**config.mk**
```make
export PLATFORM = sky130hd
export DESIGN_NAME = lane_top
export DESIGN_NICKNAME = d
export VERILOG_FILES = /design/src/rtl/lane_pkg.sv /design/src/rtl/lane_top.sv /design/src/rtl/commit_queue.sv /design/src/rtl/exec_unit.sv /design/src/rtl/operand_read.sv /design/src/rtl/index_stage.sv /design/src/rtl/cmd_intake.sv /design/src/rtl/reg_bank.sv
export SDC_FILE = /design/constraint.sdc
export NUM_CORES = 2
export LEC_CHECK = 0
export BUFFER_PORTS_ARGS = -buffer_cell sky130_fd_sc_hd__buf_4
export CAP_MARGIN = 15
export CORE_AREA = 4 4 549 551
export CTS_CLUSTER_SIZE = 24
export DETAILED_ROUTE_END_ITERATION = 10
export DIE_AREA = 0 0 553 555
export GPL_ROUTABILITY_DRIVEN = 0
export PLACE_DENSITY_LB_ADDON = 0.05
export SLEW_MARGIN = 20
export SYNTH_ARGS = -nofsm -noshare
export SYNTH_HDL_FRONTEND = slang
export SYNTH_HIERARCHICAL = 1
export SYNTH_SLANG_ARGS = --single-unit
```
**constraint.sdc**
```tcl
create_clock -name clock -period 7.27 [get_ports clock]
set_clock_uncertainty 0.05 [all_clocks]
set_input_delay 1.454 -clock clock [delete_from_list [all_inputs] [get_ports clock]]
set_output_delay 1.454 -clock clock [all_outputs]
set_load 0.01 [all_outputs]
```
**src/rtl/lane_pkg.sv**
```systemverilog
`default_nettype none

package lane_pkg;

	localparam int DATA_WIDTH = 32;
	localparam int WINDOW_SIZE = 16;
	localparam int NUM_WINDOWS = 4;
	localparam int IMM_WIDTH = 16;
	localparam int PIPE_DEPTH = 3;	// Index, read, execute

	typedef logic [DATA_WIDTH-1:0] data_t;
	typedef logic [$clog2(WINDOW_SIZE)-1:0] reg_no_t;
	typedef logic [$clog2(NUM_WINDOWS)-1:0] window_t;
	typedef logic [$bits(window_t)+$bits(reg_no_t)-1:0] phys_idx_t;	// Bit 0 picks the bank
	typedef logic [$bits(phys_idx_t)-2:0] bank_idx_t;
	typedef logic [7:0] issue_no_t;

	typedef enum logic [2:0] {
		ADD  = 3'd0,
		SUB  = 3'd1,
		AND  = 3'd2,
		OR   = 3'd3,
		XOR  = 3'd4,
		MOVI = 3'd5
	} opcode_t;

	////////////////////
	// Instruction word

	typedef struct packed {
		reg_no_t dst;
		reg_no_t src1;
		reg_no_t src2;
		logic [14:0] pad;
	} reg_form_t;

	typedef struct packed {
		reg_no_t dst;
		logic [IMM_WIDTH-1:0] imm;
		logic [6:0] pad;
	} imm_form_t;

	typedef union packed {
		reg_form_t rf;
		imm_form_t im;
	} instr_body_u;

	typedef struct packed {
		opcode_t opcode;
		window_t window;
		instr_body_u body;
	} instr_t;

	////////////////////
	// Bus and pipeline

	typedef struct packed {
		logic cyc;
		logic stb;
		logic we;
		data_t dat;
	} wb_req_t;

	typedef struct packed {
		logic ack;
		data_t dat;
	} wb_rsp_t;

	typedef struct packed {
		logic valid;
		issue_no_t issue_no;
		instr_t instr;
	} issue_t;

	typedef struct packed {
		logic valid;
		issue_no_t issue_no;
		opcode_t opcode;
		phys_idx_t dst;
		phys_idx_t src1;
		phys_idx_t src2;
		data_t imm;	// Already sign-extended
	} decoded_t;

	typedef struct packed {
		decoded_t dec;
		data_t src1_data;
		data_t src2_data;
	} operand_t;

	typedef struct packed {
		logic valid;
		issue_no_t issue_no;
		phys_idx_t dst;
		data_t data;
	} result_t;

endpackage

`default_nettype wire
```
**src/rtl/lane_top.sv**
```systemverilog
`timescale 1ns/1ps
`default_nettype none

module lane_top #(
	parameter int BUFF_DEPTH = 4,
	parameter int COMMIT_DEPTH = 8
) (
	input wire logic clock,
	input wire logic reset,
	input wire lane_pkg::wb_req_t wb_req,
	output lane_pkg::wb_rsp_t wb_rsp,
	output lane_pkg::result_t commit,
	output logic commit_req,
	input wire logic commit_grant
);

	lane_pkg::issue_t issue;
	lane_pkg::decoded_t decoded;
	lane_pkg::operand_t operand;
	lane_pkg::result_t result;	// Write-back value
	logic credit;

	cmd_intake #(
		.BUFF_DEPTH(BUFF_DEPTH)
	) intake (
		.clock(clock),
		.reset(reset),
		.wb_req(wb_req),
		.wb_rsp(wb_rsp),
		.credit(credit),
		.issue(issue)
	);

	index_stage index (
		.clock(clock),
		.reset(reset),
		.issue(issue),
		.decoded(decoded)
	);

	operand_read read (
		.clock(clock),
		.reset(reset),
		.decoded(decoded),
		.wb(result),
		.operand(operand)
	);

	exec_unit exec (
		.clock(clock),
		.reset(reset),
		.operand(operand),
		.result(result)
	);

	commit_queue #(
		.COMMIT_DEPTH(COMMIT_DEPTH)
	) queue (
		.clock(clock),
		.reset(reset),
		.wb(result),
		.commit(commit),
		.commit_req(commit_req),
		.commit_grant(commit_grant),
		.credit(credit)
	);

endmodule

`default_nettype wire

```
**src/rtl/commit_queue.sv**
```systemverilog
`timescale 1ns/1ps
`default_nettype none

module commit_queue #(
	parameter int COMMIT_DEPTH = 8
) (
	input wire logic clock,
	input wire logic reset,
	input wire lane_pkg::result_t wb,
	output lane_pkg::result_t commit,
	output logic commit_req,
	input wire logic commit_grant,
	output logic credit
);

	localparam int PTR_W = (COMMIT_DEPTH > 1) ? $clog2(COMMIT_DEPTH) : 1;
	localparam int CNT_W = $clog2(COMMIT_DEPTH + 1);

	lane_pkg::result_t fifo [COMMIT_DEPTH];
	logic [PTR_W-1:0] wr_ptr;
	logic [PTR_W-1:0] rd_ptr;
	logic [CNT_W-1:0] count;
	logic push;
	logic pop;

	assign push = wb.valid;
	assign pop = commit_req & commit_grant;	// Head retires

	always_ff @(posedge clock) begin
		if (push) begin
			fifo[wr_ptr] <= wb;
		end
	end

	always_ff @(posedge clock) begin
		if (reset) begin
			wr_ptr <= '0;
			rd_ptr <= '0;
			count <= '0;
		end else begin
			if (push) begin
				wr_ptr <= (wr_ptr == PTR_W'(COMMIT_DEPTH - 1)) ? '0 : wr_ptr + 1'b1;
			end
			if (pop) begin
				rd_ptr <= (rd_ptr == PTR_W'(COMMIT_DEPTH - 1)) ? '0 : rd_ptr + 1'b1;
			end
			count <= count + CNT_W'(push) - CNT_W'(pop);
		end
	end

	////////////////////
	// Head and credit

	assign commit_req = count != '0;

	always_comb begin
		commit = fifo[rd_ptr];
		commit.valid = commit_req;
	end

	// Room left for everything already in the pipeline
	assign credit = int'(count) < COMMIT_DEPTH - lane_pkg::PIPE_DEPTH;

endmodule

`default_nettype wire

```
**src/rtl/exec_unit.sv**
```systemverilog
`timescale 1ns/1ps
`default_nettype none

module exec_unit (
	input wire logic clock,
	input wire logic reset,
	input wire lane_pkg::operand_t operand,
	output lane_pkg::result_t result
);

	lane_pkg::data_t src1;
	lane_pkg::data_t src2;
	lane_pkg::data_t alu;
	logic fwd1;
	logic fwd2;

	////////////////////
	// Forwarding from write-back

	assign fwd1 = result.valid && result.dst == operand.dec.src1;
	assign fwd2 = result.valid && result.dst == operand.dec.src2;
	assign src1 = fwd1 ? result.data : operand.src1_data;
	assign src2 = fwd2 ? result.data : operand.src2_data;

	always_comb begin
		case (operand.dec.opcode)
			lane_pkg::ADD:  alu = src1 + src2;
			lane_pkg::SUB:  alu = src1 - src2;
			lane_pkg::AND:  alu = src1 & src2;
			lane_pkg::OR:   alu = src1 | src2;
			lane_pkg::XOR:  alu = src1 ^ src2;
			lane_pkg::MOVI: alu = operand.dec.imm;
			default:        alu = '0;
		endcase
	end

	always_ff @(posedge clock) begin
		result.valid <= operand.dec.valid;
		result.issue_no <= operand.dec.issue_no;
		result.dst <= operand.dec.dst;
		result.data <= alu;
		if (reset) begin
			result.valid <= 1'b0;
		end
	end

endmodule

`default_nettype wire

```
**src/rtl/operand_read.sv**
```systemverilog
`timescale 1ns/1ps
`default_nettype none

module operand_read (
	input wire logic clock,
	input wire logic reset,
	input wire lane_pkg::decoded_t decoded,
	input wire lane_pkg::result_t wb,
	output lane_pkg::operand_t operand
);

	lane_pkg::decoded_t dec_q;
	lane_pkg::data_t even_a;
	lane_pkg::data_t even_b;
	lane_pkg::data_t odd_a;
	lane_pkg::data_t odd_b;
	logic even_we;
	logic odd_we;

	assign even_we = wb.valid & ~wb.dst[0];
	assign odd_we = wb.valid & wb.dst[0];

	////////////////////
	// Banks, port a for src1, port b for src2

	reg_bank even_bank (
		.clock(clock),
		.reset(reset),
		.read_idx_a(decoded.src1[$bits(lane_pkg::phys_idx_t)-1:1]),
		.read_idx_b(decoded.src2[$bits(lane_pkg::phys_idx_t)-1:1]),
		.read_data_a(even_a),
		.read_data_b(even_b),
		.write_en(even_we),
		.write_idx(wb.dst[$bits(lane_pkg::phys_idx_t)-1:1]),
		.write_data(wb.data)
	);

	reg_bank odd_bank (
		.clock(clock),
		.reset(reset),
		.read_idx_a(decoded.src1[$bits(lane_pkg::phys_idx_t)-1:1]),
		.read_idx_b(decoded.src2[$bits(lane_pkg::phys_idx_t)-1:1]),
		.read_data_a(odd_a),
		.read_data_b(odd_b),
		.write_en(odd_we),
		.write_idx(wb.dst[$bits(lane_pkg::phys_idx_t)-1:1]),
		.write_data(wb.data)
	);

	// Fields follow the registered bank reads
	always_ff @(posedge clock) begin
		dec_q <= decoded;
		if (reset) begin
			dec_q.valid <= 1'b0;
		end
	end

	assign operand.dec = dec_q;
	assign operand.src1_data = dec_q.src1[0] ? odd_a : even_a;
	assign operand.src2_data = dec_q.src2[0] ? odd_b : even_b;

endmodule

`default_nettype wire

```
**src/rtl/index_stage.sv**
```systemverilog
`timescale 1ns/1ps
`default_nettype none

module index_stage (
	input wire logic clock,
	input wire logic reset,
	input wire lane_pkg::issue_t issue,
	output lane_pkg::decoded_t decoded
);

	lane_pkg::instr_t instr;
	lane_pkg::decoded_t dec_d;

	assign instr = issue.instr;

	always_comb begin
		dec_d = '0;
		dec_d.valid = issue.valid;
		dec_d.issue_no = issue.issue_no;
		dec_d.opcode = instr.opcode;
		if (instr.opcode == lane_pkg::MOVI) begin
			dec_d.dst = {instr.window, instr.body.im.dst};
			dec_d.imm = {{(lane_pkg::DATA_WIDTH - lane_pkg::IMM_WIDTH)
				{instr.body.im.imm[lane_pkg::IMM_WIDTH-1]}}, instr.body.im.imm};
		end else begin
			// Window number forms the upper index bits
			dec_d.dst = {instr.window, instr.body.rf.dst};
			dec_d.src1 = {instr.window, instr.body.rf.src1};
			dec_d.src2 = {instr.window, instr.body.rf.src2};
		end
	end

	always_ff @(posedge clock) begin
		decoded <= dec_d;
		if (reset) begin
			decoded.valid <= 1'b0;
		end
	end

endmodule

`default_nettype wire

```
**src/rtl/cmd_intake.sv**
```systemverilog
`timescale 1ns/1ps
`default_nettype none

module cmd_intake #(
	parameter int BUFF_DEPTH = 4
) (
	input wire logic clock,
	input wire logic reset,
	input wire lane_pkg::wb_req_t wb_req,
	output lane_pkg::wb_rsp_t wb_rsp,
	input wire logic credit,
	output lane_pkg::issue_t issue
);

	localparam int PTR_W = (BUFF_DEPTH > 1) ? $clog2(BUFF_DEPTH) : 1;
	localparam int CNT_W = $clog2(BUFF_DEPTH + 1);

	typedef struct packed {
		lane_pkg::issue_no_t issue_no;
		lane_pkg::instr_t instr;
	} entry_t;

	entry_t buff [BUFF_DEPTH];
	logic [PTR_W-1:0] wr_ptr;
	logic [PTR_W-1:0] rd_ptr;
	logic [CNT_W-1:0] count;
	lane_pkg::issue_no_t next_no;	// Number of the next accepted write
	lane_pkg::data_t rd_data;
	logic ack;
	logic req;
	logic full;
	logic empty;
	logic push;
	logic pop;

	assign full = count == CNT_W'(BUFF_DEPTH);
	assign empty = count == '0;
	assign req = wb_req.cyc & wb_req.stb & ~ack;	// New strobe
	assign push = req & wb_req.we & ~full;
	assign pop = ~empty & credit;

	////////////////////
	// Wishbone slave

	always_ff @(posedge clock) begin
		if (reset) begin
			ack <= 1'b0;
		end else begin
			ack <= push | (req & ~wb_req.we);	// Writes wait for room
		end
	end

	always_ff @(posedge clock) begin
		if (req & ~wb_req.we) begin
			rd_data <= lane_pkg::data_t'(next_no);
		end
	end

	assign wb_rsp.ack = ack;
	assign wb_rsp.dat = rd_data;

	////////////////////
	// Ring buffer

	always_ff @(posedge clock) begin
		if (push) begin
			buff[wr_ptr] <= '{issue_no: next_no, instr: lane_pkg::instr_t'(wb_req.dat)};
		end
	end

	always_ff @(posedge clock) begin
		if (reset) begin
			wr_ptr <= '0;
			rd_ptr <= '0;
			count <= '0;
			next_no <= '0;
		end else begin
			if (push) begin
				wr_ptr <= (wr_ptr == PTR_W'(BUFF_DEPTH - 1)) ? '0 : wr_ptr + 1'b1;
				next_no <= next_no + 1'b1;
			end
			if (pop) begin
				rd_ptr <= (rd_ptr == PTR_W'(BUFF_DEPTH - 1)) ? '0 : rd_ptr + 1'b1;
			end
			count <= count + CNT_W'(push) - CNT_W'(pop);
		end
	end

	// Head goes straight to the index stage
	assign issue.valid = pop;
	assign issue.issue_no = buff[rd_ptr].issue_no;
	assign issue.instr = buff[rd_ptr].instr;

endmodule

`default_nettype wire

```
**src/rtl/reg_bank.sv**
```systemverilog
`timescale 1ns/1ps
`default_nettype none

module reg_bank (
	input wire logic clock,
	input wire logic reset,
	input wire lane_pkg::bank_idx_t read_idx_a,
	input wire lane_pkg::bank_idx_t read_idx_b,
	output lane_pkg::data_t read_data_a,
	output lane_pkg::data_t read_data_b,
	input wire logic write_en,
	input wire lane_pkg::bank_idx_t write_idx,
	input wire lane_pkg::data_t write_data
);

	localparam int NUM_REGS = 2 ** $bits(lane_pkg::bank_idx_t);

	lane_pkg::data_t regs [NUM_REGS];

	always_ff @(posedge clock) begin
		if (reset) begin
			for (int i = 0; i < NUM_REGS; i++) begin
				regs[i] <= '0;
			end
			read_data_a <= '0;
			read_data_b <= '0;
		end else begin
			if (write_en) begin
				regs[write_idx] <= write_data;
			end
			// Write-through on a same-cycle hit
			read_data_a <= (write_en && write_idx == read_idx_a) ? write_data : regs[read_idx_a];
			read_data_b <= (write_en && write_idx == read_idx_b) ? write_data : regs[read_idx_b];
		end
	end

endmodule

`default_nettype wire

```
# Yosys cells after proc, flatten, opt, wreduce, memory -nomap -nowiden

Memories as Yosys holds them, arrays and structs flattened. A register that Yosys moved wholly into a read port is not among the register bits.
Cells that the tools add are included.

Register bits: 173
Bits in latches: 0
Memory bits (writable): 2,584
Memory bits (read-only): 0
Input bits: 38
Logic and storage cells: 112
Memories: 4

Memories:

| memory              | words | bits a word | rd ports | clocked after Yosys merged registers in | wr ports | RTL line           | text |
|---|---|---|---|---|---|---|---|
| read.even_bank.regs | 32    | 32          | 2        | 2                                       | 32       | reg_bank.sv:18     | `lane_pkg::data_t regs [NUM_REGS];` |
| read.odd_bank.regs  | 32    | 32          | 2        | 2                                       | 32       | reg_bank.sv:18     |  |
| queue.fifo          | 8     | 47          | 1        | 1                                       | 1        | commit_queue.sv:19 | `lane_pkg::result_t fifo [COMMIT_DEPTH];` |
| intake.buff         | 4     | 40          | 1        | 1                                       | 1        | cmd_intake.sv:23   | `entry_t buff [BUFF_DEPTH];` |

Add/sub/neg operators: 11
$mul: 0
Div/mod/pow operators: 0
$lt $le $gt $ge: 1
Eq/ne operators: 13
Shift-type cells: 0
Muxes and demuxes: 31
Bitwise logic cells: 18
Reductions and logical operators: 7

Operator list:

| operator              | number |
|---|---|
| $mux W32              | 6 |
| $pmux W32 S6          | 1 |
| $reduce_or A32 Y1     | 2 |
| $add A32 B32 Y32      | 1 |
| $and A32 B32 Y32      | 1 |
| $or A32 B32 Y32       | 1 |
| $sub A32 B32 Y32      | 1 |
| $xor A32 B32 Y32      | 1 |
| $eq A3 B3 Y1 const B  | 6 |
| $mux W1               | 14 |
| $eq A6 B6 Y1          | 2 |
| $mux W3               | 4 |
| $mux W5               | 2 |
| $and A1 B1 Y1         | 9 |
| $add A8 B1 Y8 const B | 1 |
| $mux W2               | 4 |
| $add A3 B1 Y3 const B | 2 |
| $eq A3 B2 Y1 const B  | 2 |
| $logic_not A3 Y1      | 2 |
| $not A1 Y1            | 5 |
| $add A2 B1 Y2 const B | 2 |
| $add A4 B1 Y4         | 1 |
| $eq A2 B2 Y1 const B  | 2 |
| $lt A4 B3 Y1 const B  | 1 |
| other kinds (7)       | 8 |

# Longest topological paths before layout

Depth after elaboration: 7
Mapped depth: 24
Gate-level depth less buffers: 21

# Hierarchy

The synthesis kept the hierarchy.

By module, submodules not included:

| module       | times used | cells each | area an instance (um2) |
|---|---|---|---|
| reg_bank     | 2          | 4,264      | 58,172.0 |
| commit_queue | 1          | 610        | 14,543.9 |
| cmd_intake   | 1          | 345        | 7,145.6 |
| exec_unit    | 1          | 755        | 6,028.3 |
| operand_read | 1          | 137        | 2,348.5 |
| index_stage  | 1          | 93         | 1,278.7 |

# Worst setup path before layout

No wires, ideal clock.

Path type: reg-to-reg
From: register exec/result[34] (netlist name)
To: register exec/result[20] (netlist name)
Setup time: 133 ps
Arrival time: 5,478 ps
Path slack: 1,608 ps
Stages on the path, launching flop included: 23
Path through: dfxtp_1 -> xor2_1 -> or3_4 -> nor2_1 -> buf_2 -> buf_2 -> buf_2 -> buf_2 -> mux2i_1 -> inv_1 -> xnor2_1 -> fa_1 -> a21o_1 -> a21o_1 -> a211oi_1 -> o31a_1 -> o21ai_0 -> a21o_1 -> a21o_1 -> a2111o_1 -> a31oi_1 -> xor2_1 -> o211ai_1

Cells in the longest elaborated chain, start to end: 5
Elaborated cells on any way between the ends: 12

RTL lines:

| item                                           | RTL line                         | text |
|---|---|---|
| $eq A6 B6 Y1 (on tied branches)                | exec_unit.sv:20, exec_unit.sv:21 |  |
| $logic_and A1 B1 Y1 (on tied branches)         | exec_unit.sv:20, exec_unit.sv:21 |  |
| $mux W32 (on tied branches)                    | exec_unit.sv:22, exec_unit.sv:23 |  |
| $sub A32 B32 Y32, or another cell as far along | exec_unit.sv:28                  | `lane_pkg::SUB: alu = src1 - src2;` |
| $pmux W32 S6 *                                 | exec_unit.sv:26                  | `case (operand.dec.opcode)` |
| via exec.alu[20]                               | exec_unit.sv:13                  | `lane_pkg::data_t alu;` |

The timed path passes the listed nets; every way through them passes the cells marked *.
A chain may end at the register's enable or synchronous reset.

# Worst setup path in the final report

From: register exec/result[32] (netlist name)
To: register exec/result[31] (netlist name)

Cells in the longest elaborated chain, start to end: 5
Elaborated cells on any way between the ends: 12

RTL lines:

| item                                           | RTL line |
|---|---|
| $eq A6 B6 Y1 (on tied branches)                | exec_unit.sv:20, exec_unit.sv:21 |
| $logic_and A1 B1 Y1 (on tied branches)         | exec_unit.sv:20, exec_unit.sv:21 |
| $mux W32 (on tied branches)                    | exec_unit.sv:22, exec_unit.sv:23 |
| $sub A32 B32 Y32, or another cell as far along | exec_unit.sv:28 |
| $pmux W32 S6 *                                 | exec_unit.sv:26 |
| via exec.alu[31]                               | exec_unit.sv:13 |

Marks and branches as above.

==> results.sh <==
export IMPL_status="finished clean"
export IMPL_root_buffer="clkbuf_16"
export IMPL_area_growth_pct=10.3
export IMPL_die_area_sq_um=307000
export IMPL_fin_cells=14473
export IMPL_dieWidth_um=553
export IMPL_powerDensity_nw_per_um2=407
export IMPL_place_hpwl_mm=337
export IMPL_drc=0
export IMPL_dr_pass1_iters=8
export IMPL_cp_end_kind="flip-flop"
export IMPL_cts_sinks=2868
export IMPL_maxCapViolCount=0
export IMPL_switching_share=0.417
export IMPL_hold_violations=0
export IMPL_grt_ovfl_total=0
export IMPL_io_pin_count=119
export IMPL_crit_required_ps=7970
export IMPL_critical_path_peak_fanout=19
export IMPL_fin_area_sq_um=162000
export IMPL_p_switching_uw=27400
export IMPL_clockBufferDepth=4
export IMPL_path_cells="xor2_1, or3_4, nor2_4, buf_4, mux2i_1, inv_1, a2111oi_1, buf_4, nand2_1, o21ai_0, xnor2_1, ha_1, a21oi_1, nor2b_1, o21ai_0, nand2_1, a21oi_1, nor2_1, nor2_1, o21ai_0, a211oi_1, xnor2_1, o211ai_1"
export IMPL_grt_usage=0.354
export IMPL_critPathKind="flip-flop to flip-flop"
export IMPL_drive_above_1_share=0.199
export IMPL_die_h_um=555
export IMPL_power_internal_uw=38300
export IMPL_grt_max_degree=91
export IMPL_numPortBuffers=87
export IMPL_rsz0062_at_grt="false"
export IMPL_antenna_left=0
export IMPL_power_leakage_uw=0.0584
export IMPL_clk_latency_ps=940
export IMPL_fin_setup_tns_ps=0
export IMPL_cp_start_kind="flip-flop"
export IMPL_syn_area_sq_um=147000
export IMPL_comb_power_share=0.431
export IMPL_fmax_mhz=156
export IMPL_hold_class="flip-flop to flip-flop"
export IMPL_path_clk_slew_ps=60
export IMPL_hold_buffers=0
export IMPL_syn_inst=10433
export IMPL_final_nets=10377
export IMPL_crit_top_cell="o21ai_0"
export IMPL_core_area_sq_um=296000
export IMPL_finalCriticalPeriod_ps=6390
export IMPL_wl_per_cell_um=38.4
export IMPL_ir_worst_vdd_mv=0.291
export IMPL_ctsHtreeMaxLevel=5
export IMPL_routed_via_density=6.78
export IMPL_slew_violations=0
export IMPL_drt_wl_total_mm=556
export IMPL_grt_pass1_vias=95564
export IMPL_max_slew_margin=0.0833
export IMPL_tightest_slew_ps=1380
export IMPL_placed_area_sq_um=151000
export IMPL_cpMaxStageDelayCell="dfxtp_1"
export IMPL_initial_utilization=0.495
export IMPL_numCtsBuffers=318
export IMPL_whs_ps=276
export IMPL_cts_resized=0
export IMPL_cpPeakStageDelay_ps=1110
export IMPL_finalSetupViolCount=0
export IMPL_cts_tree="done"
export IMPL_rows=200
export IMPL_antenna_found_initial=64
export IMPL_post_cts_buffers=0
export IMPL_yosys_warnings=6
export IMPL_grt_pass1_wl_mm=763
export IMPL_arrival_ps=7100
export IMPL_period_share=0.880
export IMPL_drt_iter0_markers=15758
export IMPL_power_frac_clock=0.243
export IMPL_vias=98110
export IMPL_p_seq_frac=0.325
export IMPL_dp_cells=13841
export IMPL_synth_avg_cell_area_sq_um=14.1
## worst max-delay path, delay by kind of cell, from the launching register on
| family | cells | cell delay [ps] |
|---|---|---|
| muxes | 1 | 440 |
| adders and majority gates | 1 | 400 |
| xor gates and xnor gates | 3 | 470 |
| and+or+nand+nor | 7 | 1220 |
| AOI/OAI and AO/OA | 8 | 1750 |
| buffers and inverters | 3 | 780 |
| DFF | 1 | 1110 |
## registers in the layout, summed over array words and instances (netlist names), named ones only
register                    cells
read/even_bank/regs          1024
read/odd_bank/regs           1024
queue/fifo                    368
intake/buff                   132
read/operand                   62
exec/result                    47
index/decoded                  44
read/even_bank/read_data_a     32
read/even_bank/read_data_b     32
read/odd_bank/read_data_a      32
read/odd_bank/read_data_b      32
intake/next_no                  8
intake/rd_data                  8
queue/count                     4
intake/count                    3
queue/rd_ptr                    3
queue/wr_ptr                    3
intake/rd_ptr                   2
intake/wr_ptr                   2
intake/ack                      1
## path summary, 6_finish.rpt
check	start	end	slack, ps	cells after the start
setup / recovery	exec/result[32]	exec/result[31]	880	23
hold / removal	index/decoded[8]	read/operand[72]	280	0
setup reg to reg	exec/result[32]	exec/result[31]	880	23
hold reg to reg	index/decoded[8]	read/operand[72]	280	0
## layer usage
layer  routed length (um)  global-route usage
met4                32600               0.175
met2               242000               0.525
met3                69700               0.101
met5                  531                   0
met1               211000               0.478
## power by group through the flow
stage	Sequential [uW]	Combinational [uW]	Clock [uW]
after floorplan	20100	17700	0
after global placement	21600	27400	0
after detailed placement	21600	27400	0
after CTS	21300	27600	16200
after global routing	21400	29000	16900
final	21400	28400	16000
## final cells by class
| cell class | count | area [sq um] |
|---|---|---|
| tap | 3939 | 4930 |
| multi-input combinational | 6444 | 58900 |
| clock inverter | 146 | 1370 |
| sequential | 2868 | 83200 |
| inverter | 111 | 422 |
| fill | 24257 | 135000 |
| clock buffer | 428 | 8780 |
| antenna | 54 | 135 |
| timing repair buffer | 483 | 4110 |
## placed cells by master (no fill, tap or decap), drive strengths merged, types with 12 or more instances in the layout
cell type,count
inv,113
mux4,735
nor2b,28
a22oi,60
nor3,88
and2,2041
clkbuf,428
nand4,34
o211ai,45
o31ai,21
nand3b,32
nand2,189
edfxtp,2556
xor2,37
a21oi,157
or3,15
a211oi,54
a311oi,52
dfxtp,312
a221o,146
diode,54
a221oi,288
conb,24
a311o,12
o21ai,288
a21o,31
clkinv,119
and3,53
mux2,152
nand3,152
bufinv,21
nand2b,36
mux2i,897
buf,483
xnor2,54
a211o,17
ha,110
nor2,411
o22ai,30
## stage by stage
step                      power (uW)  setup WS [ps]   util
after floorplan                37800           1610      -
after global placement         49000            971  0.511
after detailed placement       49100           1030  0.511
after CTS                      65000            994  0.545
after global routing           67400            486  0.546
final                          65800            875  0.546
Power figures use the tool's default switching activity.
